===== config.mk =====
export PLATFORM = sky130hd
export DESIGN_NAME = ps2_kb
export DESIGN_NICKNAME = d
export VERILOG_FILES = /design/src/ps2_pkg.sv /design/src/ps2_char_map.sv /design/src/ps2_frame_rx.sv /design/src/ps2_kb.sv /design/src/ps2_line_sync.sv /design/src/ps2_scan_decode.sv
export VERILOG_INCLUDE_DIRS = /design/src /design/src/include
export SDC_FILE = /design/constraint.sdc
export NUM_CORES = 1
export LEC_CHECK = 0
export ABC_AREA = 1
export BUFFER_PORTS_ARGS = -buffer_cell sky130_fd_sc_hd__buf_4
export CAP_MARGIN = 25
export CELL_PAD_IN_SITES_DETAIL_PLACEMENT = 2
export CELL_PAD_IN_SITES_GLOBAL_PLACEMENT = 2
export CORE_ASPECT_RATIO = 1.5
export CORE_UTILIZATION = 30
export CTS_BUF_LIST = sky130_fd_sc_hd__clkbuf_4 sky130_fd_sc_hd__clkbuf_8 sky130_fd_sc_hd__clkbuf_16
export DETAILED_ROUTE_END_ITERATION = 12
export GPL_TIMING_DRIVEN = 0
export PLACE_DENSITY = 0.65
export SLEW_MARGIN = 20
export SYNTH_ARGS = -nofsm -noshare
export SYNTH_HDL_FRONTEND = slang
export SYNTH_SLANG_ARGS = --single-unit
export TNS_END_PERCENT = 20

===== constraint.sdc =====
create_clock -name clk -period 4.76 [get_ports clk]
set_clock_uncertainty 0.2 [all_clocks]
set_input_delay 0.238 -clock clk [delete_from_list [all_inputs] [get_ports clk]]
set_output_delay 0.238 -clock clk [all_outputs]
set_load 0.005 [all_outputs]

===== src/include/ps2_config.svh =====
`ifndef PS2_CONFIG_SVH
`define PS2_CONFIG_SVH

// equal samples a pin needs before its filtered level follows
`define PS2_FILTER_LEN 4

// system cycles without a keyboard clock fall before a partial frame is dropped
// has to exceed one keyboard clock period counted in system cycles
`define PS2_TIMEOUT_CYCLES 400

// set 2 make codes of the shift keys
`define PS2_SHIFT_L 8'h12
`define PS2_SHIFT_R 8'h59

`endif


===== src/ps2_pkg.sv =====
`default_nettype none

package ps2_pkg;

  // frame receiver FSM
  typedef enum logic [1:0] {
    IDLE   = 2'd0, // waiting for a start bit
    DATA   = 2'd1, // eight data bits, lsb first
    PARITY = 2'd2, // odd parity bit
    STOP   = 2'd3  // stop bit, must be 1
  } ps2_rx_state_e;

  // scan code decoder FSM, remembers E0/F0 prefixes
  typedef enum logic [1:0] {
    BASE    = 2'd0,
    EXT     = 2'd1, // E0 seen
    BRK     = 2'd2, // F0 seen
    EXT_BRK = 2'd3  // E0 then F0
  } ps2_dec_state_e;

  // one received byte
  typedef struct packed {
    logic [7:0] data;
  } ps2_frame_t;

  // key event, 10 bits
  typedef struct packed {
    logic [7:0] code;     // set 2 scan code without prefixes
    logic       extended; // E0 came first
    logic       released; // F0 came first, break event
  } ps2_key_t;

endpackage

`default_nettype wire


===== src/ps2_char_map.sv =====
`timescale 1ns/1ps
`default_nettype none

`include "ps2_config.svh"

module ps2_char_map (
  input  wire               clk,
  input  wire               rst_n,
  input  ps2_pkg::ps2_key_t key_i,
  input  wire               key_valid_i,
  output logic [7:0]        char_o,
  output logic              char_valid_o  // one cycle after key_valid_i
);

  import ps2_pkg::*;

  logic       shift_q;  // either shift held
  logic       is_shift;
  logic       hit;      // code is in the table
  logic       letter;   // a..z, affected by shift
  logic [7:0] ascii;    // lower case / digit value

  // shift keys only count without E0
  assign is_shift = !key_i.extended &&
                    (key_i.code == `PS2_SHIFT_L || key_i.code == `PS2_SHIFT_R);

  // set 2 table
  always_comb begin
    hit    = 1'b1;
    letter = 1'b1;
    unique case (key_i.code)
      8'h1C: ascii = "a";
      8'h32: ascii = "b";
      8'h21: ascii = "c";
      8'h23: ascii = "d";
      8'h24: ascii = "e";
      8'h2B: ascii = "f";
      8'h34: ascii = "g";
      8'h33: ascii = "h";
      8'h43: ascii = "i";
      8'h3B: ascii = "j";
      8'h42: ascii = "k";
      8'h4B: ascii = "l";
      8'h3A: ascii = "m";
      8'h31: ascii = "n";
      8'h44: ascii = "o";
      8'h4D: ascii = "p";
      8'h15: ascii = "q";
      8'h2D: ascii = "r";
      8'h1B: ascii = "s";
      8'h2C: ascii = "t";
      8'h3C: ascii = "u";
      8'h2A: ascii = "v";
      8'h1D: ascii = "w";
      8'h22: ascii = "x";
      8'h35: ascii = "y";
      8'h1A: ascii = "z";
      default: begin
        letter = 1'b0;
        unique case (key_i.code)
          8'h45: ascii = "0";
          8'h16: ascii = "1";
          8'h1E: ascii = "2";
          8'h26: ascii = "3";
          8'h25: ascii = "4";
          8'h2E: ascii = "5";
          8'h36: ascii = "6";
          8'h3D: ascii = "7";
          8'h3E: ascii = "8";
          8'h46: ascii = "9";
          8'h29: ascii = " ";
          8'h5A: ascii = 8'h0D; // enter gives carriage return
          default: begin
            ascii = 8'h00;
            hit   = 1'b0;
          end
        endcase
      end
    endcase
  end

  always_ff @(posedge clk or negedge rst_n) begin
    if (!rst_n) begin
      shift_q      <= 1'b0;
      char_valid_o <= 1'b0;
    end else begin
      char_valid_o <= 1'b0;
      if (key_valid_i && is_shift) shift_q <= !key_i.released; // make sets, break clears
      else if (key_valid_i && !key_i.extended && !key_i.released && hit)
        char_valid_o <= 1'b1;
    end
  end

  // character payload, upper case is 20h below lower case
  always_ff @(posedge clk) begin
    if (key_valid_i) char_o <= (letter && shift_q) ? ascii - 8'h20 : ascii;
  end

endmodule

`default_nettype wire


===== src/ps2_frame_rx.sv =====
`timescale 1ns/1ps
`default_nettype none

`include "ps2_config.svh"

module ps2_frame_rx (
  input  wire                 clk,
  input  wire                 rst_n,
  input  wire                 fall_i,        // keyboard clock fell, sample now
  input  wire                 dat_i,
  output ps2_pkg::ps2_frame_t frame_o,
  output logic                frame_valid_o, // good frame, one cycle
  output logic                err_o          // bad parity/stop or timeout, one cycle
);

  import ps2_pkg::*;

  localparam int TIMEOUT = `PS2_TIMEOUT_CYCLES;
  localparam int TW      = $clog2(TIMEOUT + 1);

  ps2_rx_state_e state_q;
  logic [2:0]    bit_cnt_q;  // data bit index
  logic          par_q;      // xor of data and parity bits so far
  logic [7:0]    shift_q;    // data bits, lsb arrives first
  logic [TW-1:0] idle_cnt_q; // cycles since the last fall
  logic          timeout_hit;

  // a partial frame stalled too long, only when no edge is arriving
  assign timeout_hit = (state_q != IDLE) && !fall_i && (idle_cnt_q == TW'(TIMEOUT - 1));

  assign frame_o = '{data: shift_q};

  always_ff @(posedge clk or negedge rst_n) begin
    if (!rst_n) begin
      state_q       <= IDLE;
      bit_cnt_q     <= 3'd0;
      par_q         <= 1'b0;
      idle_cnt_q    <= '0;
      frame_valid_o <= 1'b0;
      err_o         <= 1'b0;
    end else begin
      frame_valid_o <= 1'b0; // strobes by default
      err_o         <= 1'b0;

      if (fall_i || state_q == IDLE) idle_cnt_q <= '0;
      else                           idle_cnt_q <= idle_cnt_q + 1'b1;

      if (timeout_hit) begin
        state_q <= IDLE; // drop the partial frame
        err_o   <= 1'b1;
      end else if (fall_i) begin
        unique case (state_q)
          IDLE: begin
            if (!dat_i) begin // start bit must be 0, a 1 is ignored
              state_q   <= DATA;
              bit_cnt_q <= 3'd0;
              par_q     <= 1'b0;
            end
          end
          DATA: begin
            par_q     <= par_q ^ dat_i;
            bit_cnt_q <= bit_cnt_q + 3'd1;
            if (bit_cnt_q == 3'd7) state_q <= PARITY;
          end
          PARITY: begin
            par_q   <= par_q ^ dat_i; // must end up 1 for odd parity
            state_q <= STOP;
          end
          STOP: begin
            state_q <= IDLE;
            if (par_q && dat_i) frame_valid_o <= 1'b1;
            else                err_o         <= 1'b1;
          end
        endcase
      end
    end
  end

  // payload, stable from the last data bit until the next frame's data
  always_ff @(posedge clk) begin
    if (fall_i && state_q == DATA) shift_q <= {dat_i, shift_q[7:1]};
  end

endmodule

`default_nettype wire


===== src/ps2_kb.sv =====
`timescale 1ns/1ps
`default_nettype none

module ps2_kb (
  input  wire               clk,
  input  wire               rst_n,
  input  wire               ps2_clk_i,    // keyboard clock pin
  input  wire               ps2_dat_i,    // keyboard data pin
  output ps2_pkg::ps2_key_t key_o,
  output logic              key_valid_o,
  output logic [7:0]        char_o,
  output logic              char_valid_o,
  output logic              frame_err_o   // parity, stop or timeout error
);

  import ps2_pkg::*;

  logic       fall;        // filtered keyboard clock fall
  logic       dat;         // filtered data level
  ps2_frame_t frame;
  logic       frame_valid;

  ps2_line_sync u_sync (
    .clk       (clk),
    .rst_n     (rst_n),
    .ps2_clk_i (ps2_clk_i),
    .ps2_dat_i (ps2_dat_i),
    .fall_o    (fall),
    .dat_o     (dat)
  );

  ps2_frame_rx u_frame (
    .clk           (clk),
    .rst_n         (rst_n),
    .fall_i        (fall),
    .dat_i         (dat),
    .frame_o       (frame),
    .frame_valid_o (frame_valid),
    .err_o         (frame_err_o)
  );

  ps2_scan_decode u_decode (
    .clk           (clk),
    .rst_n         (rst_n),
    .frame_i       (frame),
    .frame_valid_i (frame_valid),
    .key_o         (key_o),
    .key_valid_o   (key_valid_o)
  );

  ps2_char_map u_char (
    .clk          (clk),
    .rst_n        (rst_n),
    .key_i        (key_o),
    .key_valid_i  (key_valid_o),
    .char_o       (char_o),
    .char_valid_o (char_valid_o)
  );

endmodule

`default_nettype wire


===== src/ps2_line_sync.sv =====
`timescale 1ns/1ps
`default_nettype none

`include "ps2_config.svh"

module ps2_line_sync (
  input  wire  clk,
  input  wire  rst_n,
  input  wire  ps2_clk_i, // async keyboard clock
  input  wire  ps2_dat_i, // async keyboard data
  output logic fall_o,    // one cycle per filtered clock fall
  output logic dat_o      // filtered data level
);

  localparam int FLT = `PS2_FILTER_LEN;
  localparam int CW  = $clog2(FLT + 1);

  logic [1:0]    pin_raw;  // bit 1 clock, bit 0 data
  logic [1:0]    sync_q1;
  logic [1:0]    sync_q2;
  logic [1:0]    filt_q;   // deglitched levels
  logic [CW-1:0] agree_cnt_q [2];
  logic          clk_d_q;  // filtered clock one cycle late

  assign pin_raw = {ps2_clk_i, ps2_dat_i};

  // two-flop synchronizer, lines idle high
  always_ff @(posedge clk or negedge rst_n) begin
    if (!rst_n) begin
      sync_q1 <= 2'b11;
      sync_q2 <= 2'b11;
    end else begin
      sync_q1 <= pin_raw;
      sync_q2 <= sync_q1;
    end
  end

  for (genvar i = 0; i < 2; i++) begin : g_filt
    // count samples that disagree with the filtered level, flip after FLT in a row
    always_ff @(posedge clk or negedge rst_n) begin
      if (!rst_n) begin
        agree_cnt_q[i] <= '0;
        filt_q[i]      <= 1'b1;
      end else if (sync_q2[i] == filt_q[i]) begin
        agree_cnt_q[i] <= '0; // glitch ended, start over
      end else if (agree_cnt_q[i] == CW'(FLT - 1)) begin
        agree_cnt_q[i] <= '0;
        filt_q[i]      <= sync_q2[i];
      end else begin
        agree_cnt_q[i] <= agree_cnt_q[i] + 1'b1;
      end
    end
  end

  // registered outputs, data and edge line up in the same cycle
  always_ff @(posedge clk or negedge rst_n) begin
    if (!rst_n) begin
      clk_d_q <= 1'b1;
      fall_o  <= 1'b0;
      dat_o   <= 1'b1;
    end else begin
      clk_d_q <= filt_q[1];
      fall_o  <= clk_d_q & ~filt_q[1]; // high to low on the filtered clock
      dat_o   <= filt_q[0];
    end
  end

endmodule

`default_nettype wire


===== src/ps2_scan_decode.sv =====
`timescale 1ns/1ps
`default_nettype none

module ps2_scan_decode (
  input  wire                 clk,
  input  wire                 rst_n,
  input  ps2_pkg::ps2_frame_t frame_i,
  input  wire                 frame_valid_i,
  output ps2_pkg::ps2_key_t   key_o,
  output logic                key_valid_o    // one cycle after frame_valid_i
);

  import ps2_pkg::*;

  localparam logic [7:0] CODE_EXT = 8'hE0; // extended prefix
  localparam logic [7:0] CODE_BRK = 8'hF0; // break prefix

  ps2_dec_state_e state_q;
  logic           is_ext;
  logic           is_brk;

  assign is_ext = (state_q == EXT) || (state_q == EXT_BRK);
  assign is_brk = (state_q == BRK) || (state_q == EXT_BRK);

  always_ff @(posedge clk or negedge rst_n) begin
    if (!rst_n) begin
      state_q     <= BASE;
      key_valid_o <= 1'b0;
    end else begin
      key_valid_o <= 1'b0;
      if (frame_valid_i) begin
        if (frame_i.data == CODE_EXT) begin
          state_q <= is_brk ? EXT_BRK : EXT; // keep a pending break
        end else if (frame_i.data == CODE_BRK) begin
          state_q <= is_ext ? EXT_BRK : BRK;
        end else begin
          key_valid_o <= 1'b1; // real code, emit and forget prefixes
          state_q     <= BASE;
        end
      end
    end
  end

  // event payload, no reset
  always_ff @(posedge clk) begin
    if (frame_valid_i && frame_i.data != CODE_EXT && frame_i.data != CODE_BRK) begin
      key_o.code     <= frame_i.data;
      key_o.extended <= is_ext;
      key_o.released <= is_brk;
    end
  end

endmodule

`default_nettype wire


==> results.json <==
{
  "hold_depth": 0,
  "port_buffers": 24,
  "vias_per_cell": 4.86,
  "fp.dieW_um": 85.1,
  "p_per_area_nw_per_um2": 429,
  "fmax_mhz": 437,
  "synthTopCellsByCount": "nand2_1, nor2_1, inv_1, dfrtp_1, edfxtp_1",
  "htree_levels": 3,
  "post_cts_buffers": 0,
  "synth.most_common_cell": "nand2_1",
  "grt_usage_pct": 17.2,
  "cts_tree": "done",
  "start_util_pct": 30.9,
  "grt_max_degree": 38,
  "ir_worst_vdd_mv": 0.249,
  "antenna_found_initial": 0,
  "crit_path_start_kind": "flop",
  "final_area_um2": 3780,
  "cts_buffer_depth": 2,
  "min_to": "u_sync.sync_q2[1]$_DFF_PN1_",
  "place_congestion": 0.838,
  "r2r_slack_ns": 2.47,
  "coreArea_um2": 10100,
  "gr-total-overflow": 0,
  "grt_pass1_wl_um": 13800,
  "ys_types": 33,
  "p_leak_uw": 0.00181,
  "cp_data_arrival_time_ns": 2.17,
  "netlist.top_cell.by_area": "edfxtp_1",
  "area_growth_pct": 21.5,
  "cts.sinks": 63,
  "drt-wirelength-per-cell_um": 16.4,
  "cts_root_buffer": "clkbuf_16",
  "timing.hold.ws_ns": 0.159,
  "dr.pass1.iters": 4,
  "ctsResizeCount": 0,
  "slew_violations": 0,
  "synth.avg_cell_area_um2": 8.91,
  "ant_nets": 0,
  "reg2reg_to": "u_char.char_o[5]$_DFFE_PP_",
  "relSlewSlack_pct": 55.2,
  "synthDominantCellAreaShare_pct": 25.1,
  "post_dp_cell_area_um2": 3440,
  "syn-num-nets": 364,
  "synthTopCellsByArea": "edfxtp_1, dfrtp_1, nand2_1",
  "setup.worst_path.end_class": "flop",
  "max_slew.worst_pin.slew_ns": 0.671,
  "hp-class": "flop to flop",
  "clock_latency_ns": 0.32,
  "n_antenna_cell": 0,
  "io_pins": 25,
  "hold_viol": 0,
  "synth_edf_count": 26,
  "vias": 2476,
  "r2r.worst_path.cells": 10,
  "ys_seq_elements": 63,
  "die_area_um2": 10800,
  "drtIter0Drc": 36,
  "ys_async_sr_fraction_pct": 58.7,
  "ys.flop_type": "dfrtp_1",
  "yosysWarnings": 0,
  "ys_seq_area_share_pct": 55.2,
  "min_from": "u_sync.sync_q1[1]$_DFF_PN1_",
  "maxCapViolCount": 0,
  "required_ns": 4.64,
  "grt_pass1_vias": 2845,
  "rsz0062_at_grt": "false",
  "path_max_fanout": 7,
  "drc": 0,
  "die_y_um": 127,
  "syn-cell-area_um2": 3110,
  "fin_crit_sh_pct": 48.0,
  "dp.final_hpwl_um": 6660,
  "finalPower_uw": 1620,
  "syn_inst": 349,
  "status": "finished clean",
  "setup_tns_ns": 0,
  "totalWireLength_um": 8330,
  "rows": 45,
  "finalSetupViolCount": 0,
  "clkSlewWorstSetupHoldPaths_ns": 0.05,
  "criticalPathCategory": "flop to flop",
  "fin_nets": 402,
  "drive_gt1_share_pct": 17.3,
  "fin_crit_ns": 2.29,
  "cts_buffers": 9,
  "r2r_start": "u_decode.key_o[7]$_DFFE_PP_"
}
## layout make-up
class                      instances  area, µm²
buffer                             3       18.8
clock inverter                     3       25.0
multi-input combinational        246       1240
tap                              117        146
clock buffer                      13        279
fill                            1134       6300
inverter                          37        139
sequential                        63       1720
timing repair buffer              27        210
## how the worst max path moves through the flow
stage	start	slack [ns]	depth (start not counted)	end
2_1_floorplan	u_decode.key_o[7]$_DFFE_PP_	2.94	12	u_char.char_o[5]$_DFFE_PP_
3_3_place_gp	u_decode.key_o[7]$_DFFE_PP_	2.49	10	u_char.char_o[5]$_DFFE_PP_
3_5_place_dp	u_decode.key_o[2]$_DFFE_PP_	2.49	12	u_char.char_o[5]$_DFFE_PP_
4_1_cts	u_decode.key_o[2]$_DFFE_PP_	2.47	12	u_char.char_o[5]$_DFFE_PP_
5_1_grt	u_decode.key_o[5]$_DFFE_PP_	2.35	12	u_char.char_o[5]$_DFFE_PP_
6_report	u_decode.key_o[7]$_DFFE_PP_	2.47	10	u_char.char_o[5]$_DFFE_PP_
## critical path: stages (launching register included)
cell	delay, ns
edfxtp_1	0.50
inv_1	0.14
nand2_1	0.06
nor2_1	0.43
nand2_1	0.18
nand3_1	0.22
nor2_2	0.09
nand2_2	0.08
nand2_1	0.05
nand2_1	0.06
inv_1	0.04
## state kept, by name, summed over array words and instances (netlist names)
name / flops
u_sync.filt_q: 2
u_frame.state_q: 2
u_sync.clk_d_q: 1
u_char.shift_q: 1
u_sync.fall_o: 1
u_sync.sync_q2: 2
u_decode.key_o: 10
u_frame.err_o: 1
u_frame.par_q: 1
u_sync.sync_q1: 2
u_frame.idle_cnt_q: 9
u_sync.agree_cnt_q: 6
u_decode.key_valid_o: 1
u_decode.state_q: 2
u_frame.frame_valid_o: 1
u_sync.dat_o: 1
u_frame.frame_o: 8
u_frame.bit_cnt_q: 3
u_char.char_valid_o: 1
u_char.char_o: 8
## where the power goes
| part | internal (µW) | switching [µW] | leakage [µW] |
|---|---|---|---|
| logic | 93.0 | 152 | 0.000950 |
| clock network | 412 | 232 | 0.000148 |
| registers | 671 | 63.1 | 0.000710 |
| total | 1180 | 447 | 0.00181 |
## cell families after synthesis
logic type                 Yosys count  synth area share, %
AOI/OAI and AO/OA                   26                 4.99
xor gates and xnor gates             4                 1.13
adders and majority gates           11                 4.42
buffers and inverters               40                 5.07
DFF                                 63                 55.2
muxes                                2                0.724
other                                1                0.121
and+or+nand+nor                    202                 28.4
## what timing repair did
item,4_1_cts,5_1_grt
hold endpoints to repair,31,0
hold buffers,3,0
setup endpoints to repair,0,0
## placed cells by master, fill, tap and decap left out, drive strengths merged, types with 3 or more instances in the layout
master,netlist,final
nand3,12,12
dfstp,8,8
nor2,62,62
nand2,106,106
clkbuf,2,15
buf,1,25
inv,37,37
nor3b,5,5
dlygate4sd3,0,3
a21oi,6,6
ha,11,11
nor3,8,8
o21ai,13,13
dfrtp,29,29
nand4,5,5
edfxtp,26,26
## through the flow
stage / setup slack [ns] / cells / util [%]
after CTS: 2.47 / 509 / 37.5
final: 2.47 / 509 / 37.5
after global routing: 2.35 / 509 / 37.5
after floorplan: 2.94 / 349 / -
after global placement: 2.49 / 490 / 34.1
after detailed placement: 2.49 / 490 / 34.2
## per-layer routing
metal  vias to the layer above  global-route usage [%]  routed length [µm]
li1                       1208                       -                   -
met1                      1226                    15.4                2850
met2                        25                    34.7                5020
met3                        17                    3.32                 157
met4                         0                    9.37                 308
met5                         -                       0                   0
Power figures use the tool's default switching activity.
